File: src/sys1_pkg.sv
// #########################################################################
// Shared types, region map, bank widths, key codes and slapstic constants
// #########################################################################

package sys1_pkg;

	// Payload and address types
	typedef logic [24:0] dl_addr_t;
	typedef logic [15:0] word_t;
	typedef logic [7:0]  byte_t;

	// Write targets, main word banks first
	typedef enum logic [3:0] {
		BANK_SYS0, BANK_ROM1, BANK_ROM2, BANK_ROM3, BANK_SLAP,
		BANK_SND0, BANK_SND1, BANK_SND2, BANK_PROM4A, BANK_PROM7A
	} bank_e;

	localparam int N_BANKS = 10;

	// Banks written as 16-bit words, one bit per bank_e value
	localparam logic [N_BANKS-1:0] WORD_BANK_MASK = 10'b00000_11111;

	// ##########################################################################
	// Download region map, byte base and byte span
	// ##########################################################################
	localparam dl_addr_t ROM1_BASE   = 25'h80000;
	localparam dl_addr_t ROM1_SPAN   = 25'h10000;
	localparam dl_addr_t ROM2_BASE   = 25'h90000;
	localparam dl_addr_t ROM2_SPAN   = 25'h10000;
	localparam dl_addr_t ROM3_BASE   = 25'hA0000;
	localparam dl_addr_t ROM3_SPAN   = 25'h08000;
	localparam dl_addr_t SLAP_BASE   = 25'hA8000;
	localparam dl_addr_t SLAP_SPAN   = 25'h08000;
	localparam dl_addr_t SYS0_BASE   = 25'hB0000;
	localparam dl_addr_t SYS0_SPAN   = 25'h08000;
	localparam dl_addr_t SND0_BASE   = 25'hB8000;
	localparam dl_addr_t SND0_SPAN   = 25'h04000;
	localparam dl_addr_t SND1_BASE   = 25'hBC000;
	localparam dl_addr_t SND1_SPAN   = 25'h04000;
	localparam dl_addr_t SND2_BASE   = 25'hC0000;
	localparam dl_addr_t SND2_SPAN   = 25'h04000;
	localparam dl_addr_t PROM4A_BASE = 25'hC6000;
	localparam dl_addr_t PROM4A_SPAN = 25'h00200;
	localparam dl_addr_t PROM7A_BASE = 25'hC6200;
	localparam dl_addr_t PROM7A_SPAN = 25'h00200;

	// Bank address widths
	localparam int MAIN_AW_WIDE   = 15;
	localparam int MAIN_AW_NARROW = 14;
	localparam int SND_AW         = 14;
	localparam int PROM_AW        = 9;
	localparam int MADDR_W        = 15;

	// Download index values and slapstic type
	localparam byte_t IDX_ROM   = 8'd0;
	localparam byte_t IDX_SLAP  = 8'd1;
	localparam byte_t SLAP_INDY = 8'd105;

	// ##########################################################################
	// Keyboard codes, extended flag in bit 8
	// ##########################################################################
	localparam logic [8:0] KEY_P1_UP    = 9'h175;
	localparam logic [8:0] KEY_P1_DOWN  = 9'h172;
	localparam logic [8:0] KEY_P1_LEFT  = 9'h16B;
	localparam logic [8:0] KEY_P1_RIGHT = 9'h174;
	localparam logic [8:0] KEY_P1_START = 9'h014;
	localparam logic [8:0] KEY_P1_JUMP  = 9'h011;
	localparam logic [8:0] KEY_P2_UP    = 9'h02D;
	localparam logic [8:0] KEY_P2_DOWN  = 9'h02B;
	localparam logic [8:0] KEY_P2_LEFT  = 9'h023;
	localparam logic [8:0] KEY_P2_RIGHT = 9'h034;
	localparam logic [8:0] KEY_P2_START = 9'h01C;
	localparam logic [8:0] KEY_P2_JUMP  = 9'h01B;
	localparam logic [8:0] KEY_COIN_L   = 9'h02E;
	localparam logic [8:0] KEY_COIN_R   = 9'h036;
	localparam logic [8:0] KEY_COIN_AUX = 9'h03D;

	// Player byte: up, down, left, right in 7..4, start in 1, jump in 0
	typedef struct packed {
		logic [7:0] p1;
		logic [7:0] p2;
		logic       coin_l;
		logic       coin_r;
		logic       coin_aux;
	} ctl_bits_t;

endpackage

File: src/control_mapper.sv
// #########################################################################
// Keyboard decoder, joystick merge and active-low control formatting
// #########################################################################

`timescale 1ns/100ps

module control_mapper (
	input  logic            clk_sys,
	input  logic            arst_n,
	input  logic [10:0]     ps2_key,
	input  logic [15:0]     joy0,
	input  logic [15:0]     joy1,
	input  logic            service,
	input  sys1_pkg::byte_t slap_type,
	output logic [7:0]      joy_bits,
	output logic [4:0]      pb_n,
	output logic [2:0]      coin_n,
	output logic            selftest_n
);
	import sys1_pkg::*;

	ctl_bits_t  ctl_q;
	logic       tog_q;
	logic       pressed;
	logic [3:0] dir;

	assign pressed = ps2_key[9];

	// ##########################################################################
	// Key events, a change of bit 10 marks a new make or break
	// ##########################################################################
	always_ff @(posedge clk_sys or negedge arst_n) begin
		if (!arst_n) begin
			tog_q <= 1'b0;
			ctl_q <= '0;
		end else begin
			tog_q <= ps2_key[10];
			if (tog_q != ps2_key[10]) begin
				case (ps2_key[8:0])
					// Player 1, arrows and left ctrl/alt
					KEY_P1_UP:    ctl_q.p1[7]    <= pressed;
					KEY_P1_DOWN:  ctl_q.p1[6]    <= pressed;
					KEY_P1_LEFT:  ctl_q.p1[5]    <= pressed;
					KEY_P1_RIGHT: ctl_q.p1[4]    <= pressed;
					KEY_P1_START: ctl_q.p1[1]    <= pressed;
					KEY_P1_JUMP:  ctl_q.p1[0]    <= pressed;
					// Player 2, R F D G A S
					KEY_P2_UP:    ctl_q.p2[7]    <= pressed;
					KEY_P2_DOWN:  ctl_q.p2[6]    <= pressed;
					KEY_P2_LEFT:  ctl_q.p2[5]    <= pressed;
					KEY_P2_RIGHT: ctl_q.p2[4]    <= pressed;
					KEY_P2_START: ctl_q.p2[1]    <= pressed;
					KEY_P2_JUMP:  ctl_q.p2[0]    <= pressed;
					// Coins on 5, 6, 7
					KEY_COIN_L:   ctl_q.coin_l   <= pressed;
					KEY_COIN_R:   ctl_q.coin_r   <= pressed;
					KEY_COIN_AUX: ctl_q.coin_aux <= pressed;
					// Anything else is not a control
					default: ;
				endcase
			end
		end
	end

	// Merged up, down, left, right from keyboard and both sticks
	assign dir = ctl_q.p2[7:4] | ctl_q.p1[7:4] | joy1[3:0] | joy0[3:0];

	// Indy reads the ADC one position higher
	assign joy_bits = (slap_type == SLAP_INDY) ? {3'b000, dir, 1'b0} : {4'b0000, dir};

	// SW5 and SW4 unused, then jump, P2 start, P1 start
	assign pb_n = {
		2'b11,
		~(ctl_q.p1[0] | ctl_q.p2[0] | joy0[5] | joy1[5]),
		~(ctl_q.p2[1] | joy0[5] | joy1[5]),
		~(ctl_q.p1[1] | joy0[4] | joy1[4])
	};

	// Aux, right, left coin
	assign coin_n = {~ctl_q.coin_aux, ~ctl_q.coin_r, ~(ctl_q.coin_l | joy0[8])};

	assign selftest_n = ~service;

endmodule

File: config.mk
export PLATFORM = sky130hd
export DESIGN_NAME = control_mapper
export DESIGN_NICKNAME = d
export VERILOG_FILES = /design/src/sys1_pkg.sv /design/src/control_mapper.sv
export SDC_FILE = /design/constraint.sdc
export NUM_CORES = 1
export LEC_CHECK = 0
export BUFFER_PORTS_ARGS = -buffer_cell sky130_fd_sc_hd__buf_2
export CORE_MARGIN = 2
export CORE_UTILIZATION = 42
export CTS_BUF_LIST = sky130_fd_sc_hd__clkbuf_4
export DETAILED_ROUTE_END_ITERATION = 12
export PLACE_DENSITY = 0.81
export SLEW_MARGIN = 15
export SYNTH_ARGS = -nofsm -noshare
export SYNTH_HDL_FRONTEND = slang
export SYNTH_SLANG_ARGS = --single-unit
File: constraint.sdc
create_clock -name clk_sys -period 1.8 [get_ports clk_sys]
set_input_delay 0.09 -clock clk_sys [delete_from_list [all_inputs] [get_ports clk_sys]]
set_output_delay 0.09 -clock clk_sys [all_outputs]
set_load 0.05 [all_outputs]
======== Yosys cells after proc, flatten, opt, wreduce, memory -nomap -nowiden ========
Index checks and enable logic that the tools add are counted.
word-level totals
  word-level logic and storage cells ...... 67
  bits in registers ....................... 16
  output and inout bits ................... 17
operators by class
  equal/unequal tests ..................... 17
  multiplexer cells ....................... 1
  reduce and logical (&&, ||, !) cells .... 15
  bitwise logic cells ..................... 18
operators with widths
  cell                                                 number
  equality test 9 x 6 -> 1 bit, second input constant  7
  equality test 9 x 5 -> 1 bit, second input constant  4
  equality test 9 bit, second input constant           4
  AND reduction 2 bit                                  15
  bitwise OR 4 bit                                     3
  equality test 8 x 7 -> 1 bit, second input constant  1
  bitwise OR 1 bit                                     8
  inverter 1 bit                                       7
  two-way mux 5 bit                                    1
  != test 1 bit                                        1

======== Logic depth before layout (Yosys ltp) ========
Gate-level depths: netlist of the first run.
  word-level depth ........................ 4
  depth in mapped cells ................... 4
  mapped depth without buffers ............ 3

======== Least setup slack after synthesis of the first run ========
OpenSTA, ideal clock, no wires.
  path type ............................... reg2out
  start point ............................. register ctl_q[3] (netlist name)
  end point ............................... output port pb_n[2]
  setup slack ............................. -0.177 ns
  path buffers ............................ 0
  cell stages (with the launch flop) ...... 2
  data arrival time ....................... 1.887 ns
  data required time ...................... 1.710 ns
  path through ............................ dfrtp_1 -> nor4_1
on the way
  word-level cells in the longest chain between the ends .. 4
RTL lines
  element                        line                  source
  from (decl)                    control_mapper.sv:22  ctl_bits_t ctl_q;
  bitwise OR 1 bit (3 in a row)  control_mapper.sv:74  ~(ctl_q.p1[0] | ctl_q.p2[0] | joy0[5] | joy1[5]),
  inverter 1 bit                 control_mapper.sv:74
  to (decl)                      control_mapper.sv:16  output logic [4:0] pb_n,
Every way passes these cells.

======== Worst setup path after layout of the first run ========
  start point ............................. input port ps2_key[10]
  end point ............................... register ctl_q[18] (netlist name)
on the way
  word-level cells in the longest chain between the ends .. 2
RTL lines
  element                        line                  source
  from (decl)                    control_mapper.sv:10  input logic [10:0] ps2_key,
  != test 1 bit                  control_mapper.sv:38  if (tog_q != ps2_key[10]) begin
  AND reduction 2 bit (no line)  -
Every way passes these cells.
A chain may end at the register's enable or synchronous reset.

==> run_results.csv, run 1 <==
group,metric,value,unit
drt,wire_per_inst,14.3,µm
clock_network,cts_resized,0,
setup_path,worstPathRequired,1.97,ns
worst_hold_path,whs_path_depth,2,
finish,fillers,203,
finish,layout.cells.non_filler,169,
setup_path,critPathKind,"in2reg",
setup_path,r2r-start,"tog_q",
floorplanning,die_h,53.7,µm
setup_path,start_kind,"input port",
finish,drive_above_1_share,0.433,
setup_path,r2r_end,"ctl_q[18]",
finish,nNetsFinal,197,
clock_network,clock_sinks,16,
drt,wl_met1,964,µm
timing,setup_viol_count_final,0,
drt,first_pass_iters,4,
global_route,grt_pass1_vias,954,
finish,final_cell_mix,"buf_2 (46), dfrtp_1 (16), nor4_1 (9), mux2_1 (9)",
clock_network,cts_setup_buffers,0,
drt,vias,941,
pwr,power,0.767,mW
synthesis,ys.flop_type,"dfrtp_1",
timing,period_share,0.891,
placed_design,hpwl,1.97,mm
synthesis,ys_warn_count,0,
drt,vias_per_cell,5.57,
global_route,grt_pass1_wl,3.93,mm
timing,rsz0062_at_grt,"no",
synthesis,netlist_instances,94,
synthesis,synth.distinct_cells,31,
placed_design,dp_cells,164,
placed_design,gp_congestion,0.865,
synthesis,async_flop_share,1.00,
global_route,grt_antenna_before_repair,0,
timing,hold_violations,0,
setup_path,r2r_slack,0.27,ns
timing,fin_tns_setup,0,ns
clock_network,cts_max_level,1,
drt,top_layer,"met4",
drt,met2_length,1.20,mm
drt,finalWirelength,2.41,mm
floorplanning,fp.dieW,53.7,µm
synthesis,postSynthAreaPerCell,11.0,µm²
timing,fin_skew,0.00185,ns
timing,worstMarginPinSlew,0.535,ns
finish,finish.utilization,0.578,
timing,slew_headroom,0.639,
clock_network,root_buffer,"clkbuf_4",
synthesis,seq_area_frac_synth,0.386,
setup_path,cp_max_fo,8,
floorplanning,io_pins,71,
clock_network,cts-buffers-inserted,3,
drt,drtAntennaViolNets,0,
finish,stdcell_area,1320,µm²
pwr,p_leak,0.652,nW
timing,period_needed,1.60,ns
clock_network,cts.path.max_buffers,2,
status,outcome,"completed",
floorplanning,fp.dieArea,2880,µm²
timing,finalMaxSlewViolations,0,
clock_network,hold_buffers,2,
floorplanning,num_rows,17,
global_route,grt.total_usage,0.185,
worst_hold_path,hold_start,"ps2_key[9]",
placed_design,portBuffers,46,
pwr,p_per_area,582,nW/µm²
worst_hold_path,hold_class,"in2reg",
global_route,grt_max_degree,17,
floorplanning,core_area,2280,µm²
placed_design,postPlaceCellArea,1270,µm²
clock_network,cts_tree,"built",
synthesis,synth_area,1040,µm²
floorplanning,start_util,0.455,
drt,met3_wirelength,227,µm
setup_path,endpoint_kind,"flip-flop",
run,drv_cap,0,
worst_hold_path,hold_end,"ctl_q[9]",
synthesis,synth_seq_cells,16,
clock_network,clkTransAtPathRegs,0.09,ns
setup_path,reg2reg_depth,3,
drt,drc,0,
synthesis,synth-edff-count,0,
finish,diodes,0,
clock_network,insertion_delay,0.28,ns
finish,syn2layout_area_growth,27.1,%
pwr,ir_drop,0.000471,V
global_route,overflow,0,
timing,fmax,624,MHz
drt,drt-initial-drc-count,30,
finish,final_common_cell,"buf_2",
setup_path,crit_arrival,1.77,ns
[layout make-up]
cell class | count | area (µm²) | area share
tap | 28 | 35.0 | 0.0266
clock buffer | 3 | 22.5 | 0.0171
inverter | 3 | 11.3 | 0.00856
sequential | 16 | 400 | 0.304
timing repair buffer | 48 | 250 | 0.190
multi-input combinational | 71 | 597 | 0.453
[per-stage QoR]
stage	hold WS, ns	setup WS, ns
after global placement	0.0113	0.215
after global routing	0.265	0.109
after floorplan	-0.206	0.275
after CTS	0.224	0.221
after detailed placement	0.0280	0.217
final	0.225	0.197
[worst max path at each step]
stage / startpoint / endpoint / cells past startpoint
2_1_floorplan: ctl_q[12] / pb_n[0] / 1
3_3_place_gp: ps2_key[5] / ctl_q[12] / 4
3_5_place_dp: ps2_key[5] / ctl_q[3] / 4
4_1_cts: ps2_key[10] / ctl_q[18] / 5
5_1_grt: ps2_key[10] / ctl_q[9] / 5
6_report: ps2_key[10] / ctl_q[18] / 5
[power by group]
group,internal [mW],switching (mW)
Sequential,0.370,0.00633
Clock,0.0776,0.106
Combinational,0.0674,0.139
Total,0.515,0.252
[worst max-delay path: stages]
cell,delay (ns)
dlygate4sd3_1,0.54
buf_2,0.15
xnor2_2,0.23
nor4_1,0.38
mux2_2,0.38
[flip-flops by register name (all words and copies together), names as in the netlist]
name   cells
ctl_q     15
tog_q      1
[Yosys cell counts (3+ instances only)]
cell       n  area share
nand4_1    6       0.036
nand2_1    3       0.011
nor3_1     3       0.014
mux2_1     9       0.098
buf_4      5       0.036
mux2i_1    3       0.029
nor4bb_1   3       0.029
nor4_1    10       0.060
nor2_1     3       0.011
mux2_2     6       0.065
inv_1      3       0.011
dfrtp_1   16        0.39
[routing by layer]
metal	global-route usage	up-vias
li1	-	456
met1	0.234	423
met2	0.319	58
met3	0.0250	4
met4	0.0684	0
met5	0	-
[logic make-up (layout without fill, tap and decap cells)]
family	after synthesis	count (layout)	synth area share
XOR/XNOR	2	2	0.0242
flip-flops	16	16	0.386
AND/OR/NAND/NOR	45	45	0.331
AO/OA/AOI/OAI	1	1	0.00483
other	2	5	0.00725
multiplexers	18	18	0.192
buffers and inverters	10	54	0.0544
(Power assumes the default switching activity.)
==> run 2, diff against run 1 <==
Settings changed: CORE_UTILIZATION 42 to 45, PLACE_DENSITY 0.81 to 0.86.
Clock period 1.8 ns to 1.91 ns, I/O delays scaled along.
==> run_results.csv, run 2 (synthesis results as in run 1) <==
group,metric,value,unit
status,outcome,"completed",
clock_network,cts.path.max_buffers,2,
clock_network,clkTransAtPathRegs,0.09,ns
floorplanning,core_area,2190,µm²
drt,top_layer,"met4",
setup_path,start_kind,"input port",
timing,period_share,0.856,
floorplanning,die_h,52.0,µm
setup_path,cp_max_fo,8,
clock_network,cts_setup_buffers,0,
setup_path,reg2reg_depth,3,
setup_path,path_buf_inv,2,
run,drv_cap,0,
setup_path,path_cells,"dlygate4sd3_1 > buf_2 > xnor2_2 > nor4_1 > mux2_1",
finish,nNetsFinal,197,
floorplanning,io_pins,71,
drt,met2_length,1.24,mm
placed_design,portBuffers,46,
pwr,power,0.728,mW
pwr,ir_drop,0.000512,V
drt,vias,945,
timing,setup_viol_count_final,0,
setup_path,slowest_delay,0.53,ns
placed_design,dp_cells,164,
drt,wire_per_inst,14.2,µm
global_route,grt_pass1_vias,950,
pwr,p_per_area,552,nW/µm²
drt,drtAntennaViolNets,0,
finish,largest-register,"ctl_q",
worst_hold_path,hold_class,"in2async",
finish,layout.cells.non_filler,170,
clock_network,root_buffer,"clkbuf_4",
floorplanning,fp.dieArea,2700,µm²
timing,fmax,611,MHz
timing,fin_skew,0.00482,ns
drt,finalWirelength,2.41,mm
drt,vias_per_cell,5.56,
timing,period_needed,1.64,ns
drt,drt-initial-drc-count,8,
finish,drive_above_1_share,0.430,
timing,finalMaxSlewViolations,0,
placed_design,hpwl,1.97,mm
setup_path,slowest_stage,"dlygate4sd3_1",
drt,drc,0,
drt,first_pass_iters,4,
clock_network,insertion_delay,0.29,ns
setup_path,crit_arrival,1.81,ns
timing,rsz0062_at_grt,"no",
finish,diodes,0,
finish,largest_reg_flops,15,
floorplanning,num_rows,17,
global_route,overflow,0,
finish,finish.utilization,0.603,
setup_path,cp.depth,5,
finish,final_cell_mix,"buf_2 (46), dfrtp_1 (16), nor4_1 (9), mux2_1 (9)",
global_route,grt_antenna_before_repair,0,
global_route,grt.total_usage,0.205,
clock_network,clock_sinks,16,
setup_path,critPathTopFamily,"buffers and inverters",
timing,hold_violations,0,
drt,wl_met1,960,µm
clock_network,cts_tree,"built",
setup_path,worstPathRequired,2.08,ns
finish,final_common_cell,"buf_2",
global_route,grt_pass1_wl,4.09,mm
finish,syn2layout_area_growth,27.4,%
drt,met3_wirelength,140,µm
setup_path,endpoint_kind,"flip-flop",
timing,worstMarginPinSlew,0.564,ns
pwr,p_leak,0.653,nW
timing,slew_headroom,0.619,
floorplanning,fp.dieW,52.0,µm
setup_path,r2r_slack,0.34,ns
clock_network,cts-buffers-inserted,3,
setup_path,critPathKind,"in2reg",
global_route,grt_max_degree,17,
finish,largestRegisters,"ctl_q x15, tog_q x1",
timing,fin_tns_setup,0,ns
clock_network,cts_max_level,1,
floorplanning,start_util,0.473,
placed_design,gp_congestion,0.941,
## run 2: cell types whose count changed in the layout (fill, tap and decap cells not counted)
cell,delta
clkinv_1,+1
## run 2: routing by layer
metal | vias to the layer above | track usage
li1 | 451 | -
met1 | 447 | 0.255
met2 | 38 | 0.340
met3 | 9 | 0.0345
met4 | 0 | 0.101
met5 | - | 0
## run 2: path summary, 6_finish.rpt
check	end	from
max	ctl_q[12]	ps2_key[10]
min	ctl_q[1]	arst_n
max reg2reg	ctl_q[12]	tog_q
min reg2reg	ctl_q[8]	ctl_q[8]
max in group asynchronous	tog_q	arst_n
min in group clk_sys	ctl_q[1]	ps2_key[9]
## run 2: what timing repair did
item | in CTS | in global routing
resized for setup | 0 | 0
endpoints found under the hold margin | 17 | 0
hold buffers | 2 | 0
endpoints found under the setup margin | 0 | 0
## run 2: power breakdown
part	leakage, nW	internal [mW]	switching, mW
logic	0.418	0.0635	0.131
clock network	0.0154	0.0759	0.103
registers	0.220	0.349	0.00608
total	0.653	0.488	0.240
## run 2: per-stage QoR
stage,worst slack (ns),instance area (µm²),hold slack (ns)
finish,0.275,1320,0.238
global route,0.215,1320,0.246
CTS,0.283,1320,0.234
detailed placement,0.247,1270,0.0225
global placement,0.263,1270,0.0179
floorplan,0.379,1050,-0.200
## run 2: worst register-to-register path, delay by kind of cell (launching register included)
family | cells | cell delay, ns
DFF | 1 | 0.42
muxes | 1 | 0.36
xor gates and xnor gates | 1 | 0.23
and+or+nand+nor | 1 | 0.44
## run 2: final cells by class
class	count	area [µm²]
multi-input combinational	71	597
tap	28	35.0
inverter	3	11.3
clock inverter	1	3.75
fill	189	871
clock buffer	3	22.5
sequential	16	400
timing repair buffer	48	250
==> run 3, diff against run 2 <==
Settings changed: CELL_PAD_IN_SITES_DETAIL_PLACEMENT set to 1, CELL_PAD_IN_SITES_GLOBAL_PLACEMENT set to 1, CORE_UTILIZATION 45 to 33, PLACE_DENSITY 0.86 to unset, PLACE_DENSITY_LB_ADDON set to 0.1, SKIP_CTS_REPAIR_TIMING set to 1.
==> run_results.csv, run 3 (synthesis results as in run 1) <==
group,metric,value,unit
setup_path,critPathKind,"in2reg",
floorplanning,fp.dieW,60.0,µm
setup_path,crit_arrival,1.80,ns
timing,finalMaxSlewViolations,0,
timing,rsz0062_at_grt,"no",
drt,vias,953,
finish,seq_area,400,µm²
timing,hold_ws,0.229,ns
finish,layout.cells.non_filler,187,
setup_path,start_kind,"input port",
drt,wire_per_inst,14.4,µm
status,outcome,"completed",
drt,first_pass_iters,3,
setup_path,endpoint_kind,"flip-flop",
timing,fin_skew,0.0126,ns
finish,final_cell_mix,"buf_2 (46), dfrtp_1 (16), nor4_1 (9), mux2_1 (9)",
finish,finish.utilization,0.445,
worst_hold_path,hold_class,"in2async",
finish,drive_above_1_share,0.434,
timing,period_share,0.850,
timing,slew_headroom,0.653,
global_route,grt.total_usage,0.155,
setup_path,r2r_slack,0.36,ns
clock_network,clkTransAtPathRegs,0.11,ns
clock_network,clock_sinks,16,
floorplanning,fp.dieArea,3600,µm²
global_route,overflow,0,
drt,finalWirelength,2.69,mm
timing,hold_violations,0,
finish,nNetsFinal,198,
placed_design,gp_congestion,0.739,
timing,period_needed,1.62,ns
placed_design,hpwl,2.10,mm
setup_path,worstPathRequired,2.08,ns
clock_network,cts-buffers-inserted,3,
floorplanning,core_area,3030,µm²
timing,layout_setup_ws,0.287,ns
floorplanning,num_rows,20,
setup_path,setup.worst_path.start,"ps2_key[10]",
finish,fillers,364,
global_route,grt_pass1_wl,4.14,mm
drt,met3_wirelength,160,µm
setup_path,cp_max_fo,7,
finish,syn2layout_area_growth,30.1,%
global_route,grt_max_degree,17,
drt,met2_length,1.25,mm
finish,multi_input_area,597,µm²
setup_path,r2r-start,"tog_q",
drt,drt-initial-drc-count,24,
global_route,grt_antenna_before_repair,0,
clock_network,insertion_delay,0.29,ns
drt,drtAntennaViolNets,0,
clock_network,cts_tree,"built",
pwr,ir_drop,0.000267,V
global_route,grt_pass1_vias,889,
placed_design,dp_cells,181,
setup_path,r2r_end,"ctl_q[3]",
finish,final_common_cell,"buf_2",
placed_design,portBuffers,46,
finish,largest-register,"ctl_q",
floorplanning,io_pins,71,
timing,fmax,616,MHz
setup_path,reg2reg_depth,3,
timing,setup_viol_count_final,0,
pwr,p_per_area,554,nW/µm²
run,drv_cap,0,
finish,diodes,0,
drt,vias_per_cell,5.10,
finish,largest_reg_flops,15,
floorplanning,die_h,60.0,µm
timing,fin_tns_setup,0,ns
timing,worstMarginPinSlew,0.519,ns
clock_network,root_buffer,"clkbuf_4",
drt,top_layer,"met4",
clock_network,cts.path.max_buffers,2,
drt,wl_met1,1.26,mm
pwr,p_leak,0.659,nW
placed_design,dp_slack,0.262,ns
clock_network,cts_max_level,1,
drt,drc,0,
finish,largestRegisters,"ctl_q x15, tog_q x1",
setup_path,critPathCapture,"ctl_q[10]",
floorplanning,start_util,0.342,
run 3: cell types whose count changed in the layout (fill, tap and decap cells not counted):
cell   previous run  this run
buf_4             0         1
run 3: layout make-up:
cell class                 count  share of cell area
multi-input combinational     71               0.443
clock inverter                 1             0.00279
tap                           44              0.0409
sequential                    16               0.297
clock buffer                   3              0.0167
inverter                       3             0.00836
timing repair buffer          49               0.191
run 3: critical path, cell delays in order:
cell	delay [ns]
dlygate4sd3_1	0.54
buf_2	0.15
xor2_1	0.45
nand4_1	0.21
mux2_1	0.35
run 3: report_power, final:
group,internal [mW],switching [mW]
logic,0.0641,0.134
registers,0.349,0.00601
clock network,0.0759,0.118
run 3: layer usage:
metal | GRT usage | vias to the layer above
met2 | 0.241 | 36
met3 | 0.0303 | 2
met1 | 0.217 | 463
met5 | 0 | -
li1 | - | 452
met4 | 0.0476 | 0
run 3: through the flow:
stage / power [mW] / instance area (µm²)
after floorplan: 0.489 / 1050
after global placement: 0.552 / 1300
after detailed placement: 0.556 / 1300
after CTS: 0.753 / 1330
after global routing: 0.785 / 1350
final: 0.747 / 1350
run 3: worst min-delay path by stage:
stage               slack (ns)        end        from  cells past startpoint
floorplan                -0.20   ctl_q[0]      arst_n                      0
global placement          0.04  ctl_q[17]      arst_n                      1
detailed placement        0.04   ctl_q[9]      arst_n                      1
CTS                      -0.29  ctl_q[17]      arst_n                      1
global route              0.26   ctl_q[1]  ps2_key[9]                      2
finish                    0.23  ctl_q[17]      arst_n                      2
