File: src/sys1_pkg.sv
// #########################################################################
// Shared types, region map, bank widths, key codes and slapstic constants
// #########################################################################

package sys1_pkg;

	// Payload and address types
	typedef logic [24:0] dl_addr_t;
	typedef logic [15:0] word_t;
	typedef logic [7:0]  byte_t;

	// Write targets, main word banks first
	typedef enum logic [3:0] {
		BANK_SYS0, BANK_ROM1, BANK_ROM2, BANK_ROM3, BANK_SLAP,
		BANK_SND0, BANK_SND1, BANK_SND2, BANK_PROM4A, BANK_PROM7A
	} bank_e;

	localparam int N_BANKS = 10;

	// Banks written as 16-bit words, one bit per bank_e value
	localparam logic [N_BANKS-1:0] WORD_BANK_MASK = 10'b00000_11111;

	// ##########################################################################
	// Download region map, byte base and byte span
	// ##########################################################################
	localparam dl_addr_t ROM1_BASE   = 25'h80000;
	localparam dl_addr_t ROM1_SPAN   = 25'h10000;
	localparam dl_addr_t ROM2_BASE   = 25'h90000;
	localparam dl_addr_t ROM2_SPAN   = 25'h10000;
	localparam dl_addr_t ROM3_BASE   = 25'hA0000;
	localparam dl_addr_t ROM3_SPAN   = 25'h08000;
	localparam dl_addr_t SLAP_BASE   = 25'hA8000;
	localparam dl_addr_t SLAP_SPAN   = 25'h08000;
	localparam dl_addr_t SYS0_BASE   = 25'hB0000;
	localparam dl_addr_t SYS0_SPAN   = 25'h08000;
	localparam dl_addr_t SND0_BASE   = 25'hB8000;
	localparam dl_addr_t SND0_SPAN   = 25'h04000;
	localparam dl_addr_t SND1_BASE   = 25'hBC000;
	localparam dl_addr_t SND1_SPAN   = 25'h04000;
	localparam dl_addr_t SND2_BASE   = 25'hC0000;
	localparam dl_addr_t SND2_SPAN   = 25'h04000;
	localparam dl_addr_t PROM4A_BASE = 25'hC6000;
	localparam dl_addr_t PROM4A_SPAN = 25'h00200;
	localparam dl_addr_t PROM7A_BASE = 25'hC6200;
	localparam dl_addr_t PROM7A_SPAN = 25'h00200;

	// Bank address widths
	localparam int MAIN_AW_WIDE   = 15;
	localparam int MAIN_AW_NARROW = 14;
	localparam int SND_AW         = 14;
	localparam int PROM_AW        = 9;
	localparam int MADDR_W        = 15;

	// Download index values and slapstic type
	localparam byte_t IDX_ROM   = 8'd0;
	localparam byte_t IDX_SLAP  = 8'd1;
	localparam byte_t SLAP_INDY = 8'd105;

	// ##########################################################################
	// Keyboard codes, extended flag in bit 8
	// ##########################################################################
	localparam logic [8:0] KEY_P1_UP    = 9'h175;
	localparam logic [8:0] KEY_P1_DOWN  = 9'h172;
	localparam logic [8:0] KEY_P1_LEFT  = 9'h16B;
	localparam logic [8:0] KEY_P1_RIGHT = 9'h174;
	localparam logic [8:0] KEY_P1_START = 9'h014;
	localparam logic [8:0] KEY_P1_JUMP  = 9'h011;
	localparam logic [8:0] KEY_P2_UP    = 9'h02D;
	localparam logic [8:0] KEY_P2_DOWN  = 9'h02B;
	localparam logic [8:0] KEY_P2_LEFT  = 9'h023;
	localparam logic [8:0] KEY_P2_RIGHT = 9'h034;
	localparam logic [8:0] KEY_P2_START = 9'h01C;
	localparam logic [8:0] KEY_P2_JUMP  = 9'h01B;
	localparam logic [8:0] KEY_COIN_L   = 9'h02E;
	localparam logic [8:0] KEY_COIN_R   = 9'h036;
	localparam logic [8:0] KEY_COIN_AUX = 9'h03D;

	// Player byte: up, down, left, right in 7..4, start in 1, jump in 0
	typedef struct packed {
		logic [7:0] p1;
		logic [7:0] p2;
		logic       coin_l;
		logic       coin_r;
		logic       coin_aux;
	} ctl_bits_t;

endpackage

File: src/rom_wr_if.sv
// #########################################################################
// Bank write bus from download decoder to ROM array
// #########################################################################

`timescale 1ns/100ps

interface rom_wr_if;
	import sys1_pkg::*;

	// One-cycle write pulse per bank
	logic [N_BANKS-1:0] we;
	// Full download byte address, banks take their own slice
	dl_addr_t           addr;
	// Assembled word for main banks
	word_t              word;
	// Raw byte for sound banks and PROMs
	byte_t              byte_data;

	modport source (output we, output addr, output word, output byte_data);
	modport sink   (input we, input addr, input word, input byte_data);

endinterface

File: src/download_decoder.sv
// #########################################################################
// Download decoder: byte qualification, word assembly, region decode,
// registered bank write pulses and slapstic type register
// #########################################################################

`timescale 1ns/100ps

module download_decoder (
	input  logic              clk_sys,
	input  logic              arst_n,
	input  logic              dl_wr,
	input  logic              dl_download,
	input  sys1_pkg::byte_t   dl_index,
	input  sys1_pkg::dl_addr_t dl_addr,
	input  sys1_pkg::byte_t   dl_data,
	rom_wr_if.source          wr,
	output sys1_pkg::byte_t   slap_type
);
	import sys1_pkg::*;

	logic               dl_ok;
	logic [N_BANKS-1:0] hit;
	logic [N_BANKS-1:0] we_d;
	byte_t              acc_q;

	// Address inside [base, base + span)
	function automatic logic in_region(dl_addr_t a, dl_addr_t base, dl_addr_t span);
		return (a >= base) && (a < base + span);
	endfunction

	// Only ROM downloads reach the banks
	assign dl_ok = dl_wr && dl_download && (dl_index == IDX_ROM);

	// ##########################################################################
	// Region decode
	// ##########################################################################
	always_comb begin
		hit              = '0;
		hit[BANK_SYS0]   = in_region(dl_addr, SYS0_BASE, SYS0_SPAN);
		hit[BANK_ROM1]   = in_region(dl_addr, ROM1_BASE, ROM1_SPAN);
		hit[BANK_ROM2]   = in_region(dl_addr, ROM2_BASE, ROM2_SPAN);
		hit[BANK_ROM3]   = in_region(dl_addr, ROM3_BASE, ROM3_SPAN);
		hit[BANK_SLAP]   = in_region(dl_addr, SLAP_BASE, SLAP_SPAN);
		hit[BANK_SND0]   = in_region(dl_addr, SND0_BASE, SND0_SPAN);
		hit[BANK_SND1]   = in_region(dl_addr, SND1_BASE, SND1_SPAN);
		hit[BANK_SND2]   = in_region(dl_addr, SND2_BASE, SND2_SPAN);
		hit[BANK_PROM4A] = in_region(dl_addr, PROM4A_BASE, PROM4A_SPAN);
		hit[BANK_PROM7A] = in_region(dl_addr, PROM7A_BASE, PROM7A_SPAN);
	end

	// Word banks write on the odd byte only, byte banks on every byte
	assign we_d = dl_ok ? (hit & (dl_addr[0] ? '1 : ~WORD_BANK_MASK)) : '0;

	// Previous byte becomes the high half of the next word
	always_ff @(posedge clk_sys) begin
		if (dl_ok) begin
			acc_q <= dl_data;
		end
	end

	// Write pulses, one cycle after the qualifying strobe
	always_ff @(posedge clk_sys or negedge arst_n) begin
		if (!arst_n) begin
			wr.we <= '0;
		end else begin
			wr.we <= we_d;
		end
	end

	// Address and data registered alongside the pulse
	always_ff @(posedge clk_sys) begin
		wr.addr      <= dl_addr;
		wr.word      <= {acc_q, dl_data};
		wr.byte_data <= dl_data;
	end

	// Slapstic type, loaded by index 1 regardless of download level
	always_ff @(posedge clk_sys or negedge arst_n) begin
		if (!arst_n) begin
			slap_type <= SLAP_INDY;
		end else if (dl_wr && (dl_index == IDX_SLAP)) begin
			slap_type <= dl_data;
		end
	end

endmodule

File: src/flat_wrapper.sv
// flat-port wrapper written by rule: the top's interface ports become plain ports
module download_decoder_flat import sys1_pkg::*;
  (clk_sys, arst_n, dl_wr, dl_download, dl_index, dl_addr, dl_data, slap_type, wr_we, wr_addr, wr_word, wr_byte_data);
  rom_wr_if wr_i ();
  input  logic clk_sys;
  input  logic arst_n;
  input  logic dl_wr;
  input  logic dl_download;
  input  sys1_pkg::byte_t dl_index;
  input  sys1_pkg::dl_addr_t dl_addr;
  input  sys1_pkg::byte_t dl_data;
  output sys1_pkg::byte_t slap_type;
  output wire logic [$bits(wr_i.we)-1:0] wr_we;
  output wire logic [$bits(wr_i.addr)-1:0] wr_addr;
  output wire logic [$bits(wr_i.word)-1:0] wr_word;
  output wire logic [$bits(wr_i.byte_data)-1:0] wr_byte_data;
  assign wr_we = wr_i.we;
  assign wr_addr = wr_i.addr;
  assign wr_word = wr_i.word;
  assign wr_byte_data = wr_i.byte_data;
  download_decoder u_core (.clk_sys(clk_sys), .arst_n(arst_n), .dl_wr(dl_wr), .dl_download(dl_download), .dl_index(dl_index), .dl_addr(dl_addr), .dl_data(dl_data), .wr(wr_i), .slap_type(slap_type));
endmodule
File: config.mk
export PLATFORM = sky130hd
export DESIGN_NAME = download_decoder_flat
export DESIGN_NICKNAME = d
export VERILOG_FILES = /design/src/sys1_pkg.sv /design/src/rom_wr_if.sv /design/src/download_decoder.sv /design/src/flat_wrapper.sv
export SDC_FILE = /design/constraint.sdc
export NUM_CORES = 1
export LEC_CHECK = 0
export BUFFER_PORTS_ARGS = -buffer_cell sky130_fd_sc_hd__buf_2
export CAP_MARGIN = 40
export CELL_PAD_IN_SITES_DETAIL_PLACEMENT = 0
export CELL_PAD_IN_SITES_GLOBAL_PLACEMENT = 2
export CORE_MARGIN = 2
export CORE_UTILIZATION = 24
export CTS_CLUSTER_SIZE = 25
export DETAILED_ROUTE_END_ITERATION = 10
export PLACE_DENSITY_LB_ADDON = 0.1
export REMOVE_ABC_BUFFERS = 1
export SLEW_MARGIN = 20
export SYNTH_ARGS = -nofsm -noshare
export SYNTH_HDL_FRONTEND = slang
export SYNTH_SLANG_ARGS = --single-unit
export TNS_END_PERCENT = 5
File: constraint.sdc
create_clock -name clk_sys -period 0.8 [get_ports clk_sys]
set_input_delay 0.16 -clock clk_sys [delete_from_list [all_inputs] [get_ports clk_sys]]
set_output_delay 0.16 -clock clk_sys [all_outputs]
set_load 0.02 [all_outputs]
Word-level counts from Yosys, hierarchy flattened --
Cells that the tools add are included.
Cells by class: eq/ne operators 1, $lt $le $gt $ge 20, bitwise operators 1, reductions and logical operators 14, mux-type cells 2
Operators by type and width (number):
- >= comparator 25 x 20 -> 1 bit (second input constant) | 10
- less-than comparator 25 x 20 -> 1 bit (second input constant) | 10
- logical AND 1 bit | 13
- AND 10 bit | 1
- 2-to-1 mux 10 bit | 1
- equality test 8 x 1 -> 1 bit (second input constant) | 1
- zero test 8 bit | 1
- 2-to-1 mux 5 bit | 1
Word-level totals: bits in registers 75, output and inout bits 67, logic and storage cells 44

Logic depth before layout (Yosys ltp) --
Gate-level depths: netlist of run 1.
depth in word-level cells 4, gate-level depth with buffers 4, gate-level depth less buffers 3

Least setup slack after synthesis of run 1 --
OpenSTA, ideal clock, no wires.
path type input port to flip-flop, start input port dl_index[1], end register u_core.slap_type[1], path slack -0.342 ns, stages on the path 3, buffers on the path 0, arrival 1.018 ns, required time 0.675 ns, cell sequence nor4b_4 nand3_2 mux2_2
On the way: cells in the longest elaborated chain, start to end 2
Ends and longest elaborated chain:
- from (decl) | line flat_wrapper.sv:9 | input sys1_pkg::byte_t dl_index;
- equality test 8 x 1 -> 1 bit | line download_decoder.sv:81 | end else if (dl_wr && (dl_index == IDX_SLAP)) begin
- logical AND 1 bit | line download_decoder.sv:81
- to (signal assigned) | line download_decoder.sv:82 | slap_type <= dl_data;
- to (decl) | line download_decoder.sv:17 | output sys1_pkg::byte_t slap_type
Every way passes these cells. A chain may end at the register's enable or synchronous reset.

Worst setup path after layout of run 1 --
start register u_core.slap_type[0], end output port slap_type[0]
RTL lines:
- to (decl) | line flat_wrapper.sv:12 | output sys1_pkg::byte_t slap_type;
No word-level cell between the ends.

==> summary.txt, run 1 <==
CTS
  • CTS root buf: clkbuf_8
  • H-Tree Depth: 3
  • CTS buffer count: 9
  • Clock sinks: 67
  • CTS tree: built
  • Worst-path clk slew: roughly 70 ps
  • Setup Buffers After CTS: 0
  • Clock Tree Buf Depth: 2
  • Worst skew pair latency: roughly 320 ps

Pwr
  • Worst ir drop on vdd: roughly 0.6 mV
  • Pwr/cell area: roughly 1900 mW/mm2
  • Power, Total: about 6.7 mW
  • Lkg Pwr: about 1.6 nW

Worst setup path
  • Kind of critical path: flop to primary output
  • Crit-path max FO: 2
  • Critical path capture point type: primary output
  • Worst path arrival time: ~980 ps
  • Crit path launch type: flop
  • WP buf/inv: 1
  • Delay-heaviest family, CP: flip-flops
  • CP Data Required Time: 640 ps
  • Critical Path, Cell by Cell: buf_6
  • Critical path's largest stage delay: around 540 ps
  • Slowest cell on crit path: dfstp_2

Floorplanning
  • Die Span Y: between 90 and 100 um
  • Full die area: 0.008734 mm2
  • Cell Rows: 32
  • # IOs: about 110
  • Starting Density: 0.2485
  • Core box area: 0.007727 mm2
  • Die W: between 90 and 100 um

Logic synthesis
  • FF+latch count, synth: 67
  • Post-synth top area share: 0.4274
  • Mapped Area: 0.001921 mm2
  • Syn avg cell area: ~16 um2
  • Seq/Total Area, Yosys: 0.7896
  • Post-synth EDFFs: 8
  • Cell count after synthesis: ~120
  • Most frequent cells after synthesis: dfxtp_1, dfrtp_1, buf_4, edfxtp_1, mux2_2
  • Synth async-reset ratio: 0.2687
  • Syn. warnings: 0
  • Largest area contributor in the netlist: dfxtp_1
  • Largest family of logic cells by synthesized area: simple AND/OR/NAND/NOR gates
  • Count leader, synth: dfxtp_1
  • Adder-cell share of the synthesized area: 0
  • Synth Area in Compound Gates: 0
  • Synth Flop Type: dfxtp_1
  • Area contributors post-synth: dfxtp_1, dfrtp_1, edfxtp_1, dfstp_2, mux2_2
  • Simple-Gate Fraction of Synth Area: 0.1277
  • Post-synthesis mux area share: 0.04691
  • Synth Area in XOR/XNOR: 0
  • Synth cell types: 25

STA
  • Fmax: about 0.88 GHz
  • Final WS setup: -342.0 ps
  • Worst Max-Slew Pin Slew: slightly below 300 ps
  • RSZ-0062 raised after global routing: yes
  • Fin. max-slew vios: 0
  • Worst Clk Skew: about 2.2 ps
  • Period utilization: 1.427
  • Post-layout min period: around 1100 ps
  • Slew margin rel.: 0.8053
  • Final Hold Vio Count: 0
  • Final setup viols: between 90 and 100
  • Worst hold slack: between 40 and 50 ps

Layout
  • # diodes: 0
  • Share of layout cells above drive strength 1: 0.7365
  • Layout area overhead: 85.47%
  • Area of the multi-input gates: roughly 380 um2
  • FILL cells: 725
  • FF+latch area: ~0.0016 mm2
  • NumNets Final: between 300 and 400

Outcome
  • Failing checks: setup timing
  • Outcome: finished, violations left

Drt
  • DR iter-0 viols: 23
  • 1st-pass router iterations: 4
  • Routed Antenna Nets: 0
  • DRT Wirelength: slightly above 5000 um
  • Via count: approximately 1.5k
  • Drt wl/cell: between 10 and 15 um
  • # DRC: 0
  • Drt via density: about 4.0

GRT
  • GRT Total Usage: 0.1219
  • Grt total ovfl: 0
  • Vias in the first global route: 1612
  • Largest net degree at the start of global routing: 12
  • First-pass GRT wire length: 7831 um
  • Initial antenna violation count: 0

Placement
  • GP Congestion: roughly 0.71
  • I/O Buffers: roughly 110
  • Dpl hpwl: about 3500 um

Min path
  • Hold Crit Class: input pin to flop

Job
  • Max-cap violations: 0
==> placed cells by master, fill, tap and decap left out <==
cell type and instances:
nand2_1 1, clkinv_2 5, nand4b_1 2, dfrtp_1 14, nand4b_4 1, nand3_1 2, buf_2 49, nand4_1 3
dlygate4sd3_1 28, nor2b_1 1, clkinvlp_4 1, nand2b_1 2, clkbuf_8 9, nand3_2 1, and3_4 1, nor4b_2 2
buf_4 15, nor4_4 1, nor3_2 1, mux2_2 8, clkbuf_1 1, nor4_2 2, dfstp_2 4, nor4b_4 1
nor3_1 5, and4bb_2 1, buf_6 61, edfxtp_1 8, nor2_1 2, inv_1 1, or3_1 1, dfxtp_2 41
nor4_1 2
==> final cells by class <==
type	instances	area share
well taps	102	0.03583
inverters	1	0.001054
clock inverters	6	0.009132
flip-flops and latches	67	0.4401
multi-input cells	40	0.1061
repair buffers	153	0.3720
clock buffers	10	0.03583
==> report_power, final <==
| group | leakage [nW] | total, mW | internal, mW | switching [mW] |
|---|---|---|---|---|
| Clock | 0.0856 | 2.29 | 1.10 | 1.19 |
| Sequential | 0.654 | 3.61 | 3.55 | 0.0634 |
| Combinational | 0.889 | 0.844 | 0.480 | 0.365 |
==> logic make-up after synthesis <==
| family | after synthesis |
|---|---|
| and+or+nand+nor | 32 |
| buffers and inverters | 10 |
| muxes | 8 |
| DFF | 67 |
==> final timing paths <==
check                                      endpoint           startpoint  slack, ps  cells past startpoint
worst max-delay path                   slap_type[0]  u_core.slap_type[0]       -340                      1
worst min-delay path                u_core.acc_q[7]           dl_data[7]         40                      1
worst max register to register  u_core.slap_type[1]  u_core.slap_type[1]          0                      1
worst min register to register   u_core.wr.word[13]      u_core.acc_q[5]        340                      0
max in group asynchronous           u_core.wr.we[9]               arst_n        180                      3
min in group asynchronous       u_core.slap_type[2]               arst_n        210                      2
==> routing by layer <==
metal / up-vias / global-route usage / wire length, um
met5: - / 0 / 0
met1: 728 / 0.1327 / 2022
met3: 9 / 0.05157 / 322
met2: 57 / 0.2038 / 2702
li1: 716 / - / -
met4: 0 / 0.05882 / 100
==> flip-flops by register name (all words and copies together) (netlist names) <==
signal,cells
u_core.acc_q,8
u_core.wr.addr,25
u_core.wr.we,10
u_core.wr.word,16
u_core.slap_type,8
==> through the flow <==
step / util / setup slack, ps / std cells / instance area [um2] / setup TNS (ps)
CTS: 0.4488 / -371.0 / 379 / 3468 / -15340
global placement: 0.3421 / -559.0 / 335 / 2644 / -13500
detailed placement: 0.3421 / -612.5 / 335 / 2644 / -13980
global route: 0.4610 / -399.0 / 379 / 3562 / -17290
finish: 0.4610 / -342.0 / 379 / 3562 / -13560
floorplan: - / -342.3 / 108 / 1856 / -7314
==> what timing repair did <==
| action | 4_1_cts | 5_1_grt |
|---|---|---|
| pin swaps | 5 | 2 |
| hold buffers | 28 | 0 |
| hold endpoints to repair | 45 | 0 |
| gates resized for setup | 139 | 28 |
| setup endpoints to repair | 93 | 93 |
Note: power is estimated with default switching activity, not from simulation.
==> inputs of run 2 (changes only) <==
--- a/config.mk
+++ b/config.mk
@@ -10,7 +10,7 @@
 export CELL_PAD_IN_SITES_DETAIL_PLACEMENT = 0
 export CELL_PAD_IN_SITES_GLOBAL_PLACEMENT = 2
 export CORE_MARGIN = 2
-export CORE_UTILIZATION = 24
+export CORE_UTILIZATION = 26
 export CTS_CLUSTER_SIZE = 25
 export DETAILED_ROUTE_END_ITERATION = 10
 export PLACE_DENSITY_LB_ADDON = 0.1
==> constraint.sdc (replaced) <==
create_clock -name clk_sys -period 1.2 [get_ports clk_sys]
set_input_delay 0.24 -clock clk_sys [delete_from_list [all_inputs] [get_ports clk_sys]]
set_output_delay 0.24 -clock clk_sys [all_outputs]
set_load 0.02 [all_outputs]
==> run 2 against run 1 <==
  * The run still ends with setup timing left
  * Non-clock buffer count is 12 lower
  * Cell count is 4.0% lower
  * Hold slack worse by 20 ps
  * Wire length is 5.2% lower
  * Cell area is 15% lower
  * Die area is 7.4% lower
  * Sequential share of layout area is 5.9 points higher
  * Flip-flop and latch count stayed put
  * Count of clock-buffer cells in the layout is 1 lower
  * Clock skew is 1.5 ps lower
  * Utilization is 4.0 points lower
  * Via count is 4.8% lower
  * Largest power group unchanged
==> summary.txt, run 2 (synthesis gave the netlist of run 1 again) <==
Pwr
  • Pwr/cell area: 1531 mW/mm2 (was 1893 mW/mm2)
  • Net Switching: 1.138 mW (was 1.621 mW)
  • Gate power share: 0.092 (was 0.125)
  • Clk pwr share: 0.398 (was 0.339)
  • Power, Total: 4.654 mW (was 6.743 mW)
  • Lkg Pwr: 1.471 nW (was 1.629 nW)
  • Worst ir drop on vdd: 0.5813 mV (was 0.5977 mV)
  • Int Power: 3.516 mW (was 5.122 mW)
  • Switching part of the total: 0.2445 (was 0.2404)
  • Flop pwr share: 0.510 (was 0.535)

STA
  • Worst Clk Skew: 0.6272 ps (was 2.173 ps)
  • RSZ-0062 raised after global routing: yes (unchanged)
  • Final setup viols: 4 (was 93)
  • Final Hold Vio Count: 0 (unchanged)
  • Fmax: slightly above 0.8 GHz
  • Slew margin rel.: 0.7101 (was 0.8053)
  • Final WS setup: -41.57 ps (was -342.0 ps)
  • Fin. max-slew vios: 0 (unchanged)
  • Worst Max-Slew Pin Slew: 434.8 ps (was 289.8 ps)
  • Worst hold slack: 21.54 ps (was 41.70 ps)
  • Post-layout min period: approximately 1200 ps
  • Period utilization: 1.035

Worst setup path
  • Worst path arrival time: 1000 ps (was 980 ps)
  • Critical path capture point type: primary output (unchanged)
  • Kind of critical path: flop to primary output (unchanged)
  • Slowest cell on crit path: dfstp_2 (unchanged)
  • CP Data Required Time: 960 ps (was 640 ps)
  • Crit path launch type: flop (unchanged)
  • Delay-heaviest family, CP: flip-flops (unchanged)
  • Crit-path max FO: 2 (unchanged)
  • Critical Path, Cell by Cell: buf_6 (unchanged)
  • WP buf/inv: 1 (unchanged)
  • Critical path's largest stage delay: 550 ps (was 540 ps)

GRT
  • GRT Total Usage: 0.1258 (was 0.1219)
  • Vias in the first global route: 1514 (was 1612)
  • First-pass GRT wire length: 7569 um (was 7831 um)
  • Initial antenna violation count: 0 (unchanged)
  • Largest net degree at the start of global routing: 19 (was 12)
  • Grt total ovfl: 0 (unchanged)

Floorplanning
  • # IOs: 112 (unchanged)
  • Die Span Y: 89.95 um (was 93.46 um)
  • Die W: 89.95 um (was 93.46 um)
  • Full die area: 0.008090 mm2 (was 0.008734 mm2)
  • Starting Density: 0.2662 (was 0.2485)
  • Core box area: 0.007214 mm2 (was 0.007727 mm2)
  • Cell Rows: 31 (was 32)

Drt
  • DRT Wirelength: 4882 um (was 5148 um)
  • 1st-pass router iterations: 4 (unchanged)
  • Drt wl/cell: 13.41 um (was 13.58 um)
  • Via count: 1438 (was 1510)
  • Drt via density: 3.951 (was 3.984)
  • DR iter-0 viols: 29 (was 23)
  • Routed Antenna Nets: 0 (unchanged)
  • # DRC: 0 (unchanged)

CTS
  • H-Tree Depth: 3 (unchanged)
  • CTS root buf: clkbuf_8 (unchanged)
  • Worst skew pair latency: 340 ps (was 320 ps)
  • CTS tree: built (unchanged)
  • Worst-path clk slew: 70 ps (about the same)
  • Clock Tree Buf Depth: 2 (unchanged)
  • CTS buffer count: 9 (unchanged)
  • Setup Buffers After CTS: 0 (unchanged)
  • Clock sinks: 67 (unchanged)

Outcome
  • Failing checks: setup timing (unchanged)
  • Outcome: finished, violations left (unchanged)

Layout
  • # diodes: 0 (unchanged)
  • Share of layout cells above drive strength 1: 0.6000 (was 0.7365)
  • FILL cells: 716 (was 725)
  • Most flops, register: u_core.wr.addr (unchanged)
  • Non-Filler Instances: 364 (was 379)
  • Most frequent cells in the layout: buf_2, dfxtp_1, dlygate4sd3_1 (was buf_6, buf_2, dfxtp_2)
  • Largest regs: u_core.wr.addr (25), u_core.wr.word (16), u_core.wr.we (10) (unchanged)
  • Layout area overhead: 58.31% (was 85.47%)
  • Commonest non-fill, non-tap cell in the layout: buf_2 (was buf_6)
  • Number of flip-flops in the largest register: 25 (unchanged)
  • NumNets Final: 305 (was 317)

Min path
  • Hold Crit Class: input pin to flop (unchanged)

Placement
  • I/O Buffers: 111 (unchanged)
  • GP Congestion: 0.7276 (was 0.7072)
  • Placed Cells: 330 (was 335)

Job
  • Max-cap violations: 0 (unchanged)
-- run 2: cell type report --
type | count | area, um2 | share of cell area
clock buffer | 9 | 123.9 | 0.04074
sequential | 67 | 1516 | 0.4988
inverter | 1 | 3.754 | 0.001235
clock inverter | 7 | 73.82 | 0.02428
tap | 99 | 123.9 | 0.04074
timing repair buffer | 141 | 850.8 | 0.2798
multi-input combinational | 40 | 347.8 | 0.1144
-- run 2: layer usage --
| layer | GRT usage | share of wire | vias to the layer above | wire length [um] |
|---|---|---|---|---|
| met5 | 0 | 0 | - | 0 |
| met4 | 0.07692 | 0.025 | 0 | 124 |
| met3 | 0.04443 | 0.078 | 13 | 382 |
| met2 | 0.2020 | 0.47 | 68 | 2295 |
| met1 | 0.1442 | 0.43 | 661 | 2079 |
| li1 | - | - | 696 | - |
-- run 2: what timing repair did --
action | in CTS | in global routing
hold endpoints to repair | 31 | 0
gates resized for setup | 8 | 2
hold buffers | 18 | 0
endpoints found under the setup margin | 4 | 6
-- run 2: path summary, 6_finish.rpt --
| path | startpoint | to | slack, ps | cells after the start |
|---|---|---|---|---|
| max reg2reg | u_core.slap_type[7] | u_core.slap_type[7] | 440 | 1 |
| min | dl_data[6] | u_core.wr.word[6] | 20 | 1 |
| max in group asynchronous | arst_n | u_core.slap_type[3] | 480 | 2 |
| min reg2reg | u_core.acc_q[3] | u_core.wr.word[11] | 340 | 0 |
| max | u_core.slap_type[6] | slap_type[6] | -40 | 1 |
| min in group asynchronous | arst_n | u_core.slap_type[7] | 380 | 2 |
-- run 2: power groups by stage --
stage | Combinational, mW | Sequential [mW] | Clock [mW]
floorplan | 0.0359 | 2.54 | 0
global placement | 0.376 | 2.42 | 0
detailed placement | 0.378 | 2.42 | 0
CTS | 0.431 | 2.37 | 1.92
global route | 0.459 | 2.38 | 2.03
finish | 0.429 | 2.37 | 1.85
-- run 2: stage by stage --
stage	setup TNS [ps]	setup WS [ps]	util	instance area, um2
final	-113.4	-41.57	0.4214	3040
after global routing	-273.5	-84.77	0.4214	3040
after CTS	-209.0	-61.00	0.4197	3028
after detailed placement	-5409	-306.2	0.3639	2625
after global placement	-4286	-203.7	0.3639	2625
after floorplan	-225.0	-22.35	-	1856
==> inputs of run 3 (changes only) <==
--- a/config.mk
+++ b/config.mk
@@ -5,14 +5,16 @@
 export SDC_FILE = /design/constraint.sdc
 export NUM_CORES = 1
 export LEC_CHECK = 0
+export ABC_AREA = 1
 export BUFFER_PORTS_ARGS = -buffer_cell sky130_fd_sc_hd__buf_2
 export CAP_MARGIN = 40
 export CELL_PAD_IN_SITES_DETAIL_PLACEMENT = 0
 export CELL_PAD_IN_SITES_GLOBAL_PLACEMENT = 2
 export CORE_MARGIN = 2
-export CORE_UTILIZATION = 26
+export CORE_UTILIZATION = 27
 export CTS_CLUSTER_SIZE = 25
 export DETAILED_ROUTE_END_ITERATION = 10
+export MAX_ROUTING_LAYER = met4
 export PLACE_DENSITY_LB_ADDON = 0.1
 export REMOVE_ABC_BUFFERS = 1
 export SLEW_MARGIN = 20
==> constraint.sdc (replaced) <==
create_clock -name clk_sys -period 1.5 [get_ports clk_sys]
set_input_delay 0.3 -clock clk_sys [delete_from_list [all_inputs] [get_ports clk_sys]]
set_output_delay 0.3 -clock clk_sys [all_outputs]
set_load 0.02 [all_outputs]
==> run 3 against run 2 <==
  * Cell area shrank 0.41%
  * Flip-flop and latch count is the same
  * Utilization shrank 2.5 points
  * Sequential power shrank 20%
  * Synthesized cell count grew 64%
  * Critical path depth is the same
  * Power shrank 11%
  * Synthesized area grew 10%
  * Combinational power shrank 26%
  * Via count grew 14%
  * The flow now finishes without violations
  * Largest power group is now clock
==> summary.txt, run 3 <==
Worst setup path
  • Critical path depth in cells: 1 (unchanged)
  • Critical Path, Cell by Cell: buf_2 (was buf_6)
  • Setup slack, reg-to-reg: 810 ps (was 440 ps)
  • Crit-path max FO: 2 (unchanged)
  • R2R Path Start: u_core.slap_type[6] (was u_core.slap_type[7])
  • CP Data Required Time: 1200 ps (was 960 ps)
  • WP buf/inv: 1 (unchanged)
  • Critical path's largest stage delay: 530 ps (was 550 ps)
  • Critical R2R Capture: u_core.slap_type[6] (was u_core.slap_type[7])
  • Critical path capture point type: primary output (unchanged)
  • Worst path arrival time: 1030 ps (was 1000 ps)
  • Worst r2r path cells: 2 (was 1)
  • Worst Setup SP: u_core.slap_type[3] (was u_core.slap_type[6])
  • Kind of critical path: flop to primary output (unchanged)
  • Crit path launch type: flop (unchanged)
  • Critical Path End: slap_type[3] (was slap_type[6])
  • Slowest cell on crit path: dfstp_2 (unchanged)
  • Delay-heaviest family, CP: flip-flops (unchanged)

Min path
  • Hold Crit Class: input pin to flop (unchanged)

Layout
  • Number of flip-flops in the largest register: 25 (unchanged)
  • Commonest non-fill, non-tap cell in the layout: buf_2 (unchanged)
  • Most flops, register: u_core.wr.addr (unchanged)
  • Most frequent cells in the layout: buf_2, dfxtp_1, nand2_1 (was buf_2, dfxtp_1, dlygate4sd3_1)
  • Share of layout cells above drive strength 1: 0.4745 (was 0.6000)
  • NumNets Final: 354 (was 305)
  • # diodes: 0 (unchanged)
  • Layout area overhead: 43.11% (was 58.31%)
  • Largest regs: u_core.wr.addr (25), u_core.wr.word (16), u_core.wr.we (10) (unchanged)

CTS
  • Cts repair resizes: 0 (was 8)
  • H-Tree Depth: 3 (unchanged)
  • CTS tree: built (unchanged)
  • Worst-path clk slew: 70 ps (about the same)
  • Worst skew pair latency: 330 ps (was 340 ps)
  • CTS buffer count: 9 (unchanged)
  • CTS root buf: clkbuf_8 (unchanged)
  • Clock Tree Buf Depth: 2 (unchanged)
  • Clock sinks: 67 (unchanged)

Logic synthesis
  • Seq/Total Area, Yosys: 0.7167 (was 0.7896)
  • Cell count after synthesis: 192 (was 117)
  • Post-synthesis mux area share: 0 (was 0.04691)
  • Adder-cell share of the synthesized area: 0 (unchanged)
  • Post-synth top area share: 0.3879 (was 0.4274)
  • Synth cell types: 20 (was 25)
  • Synth async-reset ratio: 0.2687 (unchanged)
  • FF+latch count, synth: 67 (unchanged)
  • Area contributors post-synth: dfxtp_1, dfrtp_1, edfxtp_1, nand2_1, nor2_1 (was dfxtp_1, dfrtp_1, edfxtp_1, dfstp_2, mux2_2)
  • Synth Area in Compound Gates: 0.005914 (was 0)
  • Synth Flop Type: dfxtp_1 (unchanged)
  • Largest area contributor in the netlist: dfxtp_1 (unchanged)
  • Syn. warnings: 0 (unchanged)
  • Most frequent cells after synthesis: dfxtp_1, nand2_1, nor2_1 (was dfxtp_1, dfrtp_1, buf_4, edfxtp_1, mux2_2)
  • Synth Area in XOR/XNOR: 0 (unchanged)
  • Mapped Area: 0.002116 mm2 (was 0.001921 mm2)
  • Count leader, synth: dfxtp_1 (unchanged)
  • Post-synth EDFFs: 8 (unchanged)
  • Simple-Gate Fraction of Synth Area: 0.2188 (was 0.1277)
  • Syn avg cell area: 11.02 um2 (was 16.42 um2)
  • Largest family of logic cells by synthesized area: simple AND/OR/NAND/NOR gates (unchanged)

Floorplanning
  • Die W: 92.52 um (was 89.95 um)
  • Cell Rows: 32 (was 31)
  • Die Span Y: 92.52 um (was 89.95 um)
  • Full die area: 0.008560 mm2 (was 0.008090 mm2)
  • Core box area: 0.007647 mm2 (was 0.007214 mm2)
  • # IOs: 112 (unchanged)
  • Starting Density: 0.2767 (was 0.2662)

Pwr
  • Gate power share: 0.076 (was 0.092)
  • Clk pwr share: 0.469 (was 0.398)
  • Pwr/cell area: 1376 mW/mm2 (was 1531 mW/mm2)
  • Int Power: 3.260 mW (was 3.516 mW)
  • Flop pwr share: 0.455 (was 0.510)
  • Worst ir drop on vdd: 0.3891 mV (was 0.5813 mV)
  • Switching part of the total: 0.2174 (was 0.2445)
  • Net Switching: 0.9057 mW (was 1.138 mW)
  • Lkg Pwr: 1.570 nW (was 1.471 nW)

Placement
  • GP Congestion: 0.7208 (was 0.7276)
  • DP Worst Slack: 182.7 ps (was -306.2 ps)
  • Dpl hpwl: about 3700 um
  • I/O Buffers: 111 (unchanged)

STA
  • Setup TNS: 0 ps (was -113.4 ps)
  • Worst Max-Slew Pin Slew: 416.3 ps (was 434.8 ps)
  • Post-layout min period: about 1300 ps
  • Period utilization: 0.8848
  • Slew margin rel.: 0.7225 (was 0.7101)
  • Fin. max-slew vios: 0 (unchanged)
  • RSZ-0062 raised after global routing: no (was yes)
  • Final WS setup: 172.7 ps (was -41.57 ps)
  • Final setup viols: 0 (was 4)
  • Worst Clk Skew: 2.427 ps (was 0.6272 ps)
  • Final Hold Vio Count: 0 (unchanged)
  • Fmax: about 0.75 GHz

Drt
  • Drt via density: 3.933 (was 3.951)
  • Via count: 1636 (was 1438)
  • DR iter-0 viols: 38 (was 29)
  • # DRC: 0 (unchanged)
  • DRT Wirelength: 4779 um (was 4882 um)
  • 1st-pass router iterations: 4 (unchanged)
  • Drt wl/cell: 11.49 um (was 13.41 um)
  • Routed Antenna Nets: 0 (unchanged)

Outcome
  • Outcome: finished clean (was finished, violations left)

Job
  • Max-cap violations: 0 (unchanged)

GRT
  • Largest net degree at the start of global routing: 19 (unchanged)
  • First-pass GRT wire length: 7610 um (was 7569 um)
  • GRT Total Usage: 0.1218 (was 0.1258)
  • Initial antenna violation count: 0 (unchanged)
  • Grt total ovfl: 0 (unchanged)
  • Vias in the first global route: 1585 (was 1514)
==> run 3: cell types whose count changed after synthesis, moves of 3 or more <==
cell,previous run,this run
inv_2,0,7
nor2_2,0,3
mux2_2,8,0
nand2_1,1,36
nand3_1,2,15
inv_1,1,10
nor4_1,4,0
nor2_1,2,30
==> run 3: routing by layer <==
| layer | track usage | part of all wire | wire [um] | vias to the layer above |
|---|---|---|---|---|
| li1 | - | - | - | 834 |
| met1 | 0.1393 | 0.42 | 2005 | 731 |
| met2 | 0.1916 | 0.50 | 2401 | 59 |
| met3 | 0.03662 | 0.060 | 286 | 12 |
| met4 | 0.06716 | 0.018 | 85 | 0 |
| met5 | - | 0 | 0 | - |
==> run 3: area by class of cell <==
cell class / count / area, um2
Fill cell: 804 / 4619
Sequential cell: 67 / 1516
Timing Repair Buffer: 114 / 580.6
Multi-Input combinational cell: 100 / 475.5
Clock inverter: 7 / 140.1
Tap cell: 102 / 127.6
Clock buffer: 9 / 123.9
Inverter: 17 / 63.81
==> run 3: cells by family after synthesis <==
logic type      Yosys count
flops                    67
buf+inv                  25
simple gates             98
compound gates            2
==> run 3: worst reg2reg max path, cell delays in order (launching register included) <==
cell     delay [ps]
dfstp_2         530
nand2_1          50
nand2_1          60
==> run 3: worst min path at each step <==
stage	startpoint	end	slack, ps	cells past startpoint
after floorplan	arst_n	u_core.slap_type[1]	4	0
after global placement	arst_n	u_core.slap_type[1]	260	1
after detailed placement	arst_n	u_core.slap_type[1]	270	1
after CTS	dl_addr[7]	u_core.wr.addr[7]	40	1
after global routing	dl_addr[8]	u_core.wr.addr[8]	40	1
final	dl_addr[7]	u_core.wr.addr[7]	60	1
==> run 3: through the flow <==
step | total power [mW] | hold WS (ps) | util | instance area [um2] | instances
final | 4.166 | 56.80 | 0.3959 | 3028 | 416
after global routing | 4.328 | 41.69 | 0.3959 | 3028 | 416
after CTS | 4.226 | 41.07 | 0.3959 | 3028 | 416
after detailed placement | 2.257 | 267.1 | 0.3601 | 2754 | 399
after global placement | 2.257 | 263.4 | 0.3601 | 2754 | 399
after floorplan | 2.089 | 4.409 | - | 2056 | 184
==> run 3: what timing repair did <==
action / 4_1_cts / 5_1_grt
endpoints found under the hold margin: 14 / 0
hold buffers: 1 / 0
setup buffers: 0 / 0
==> run 3: power groups by stage <==
stage / logic, mW / clock network [mW] / registers [mW]
after global routing: 0.348 / 2.08 / 1.90
final: 0.316 / 1.95 / 1.90
after detailed placement: 0.321 / 0 / 1.94
after floorplan: 0.0592 / 0 / 2.03
after global placement: 0.321 / 0 / 1.94
after CTS: 0.324 / 2.01 / 1.90
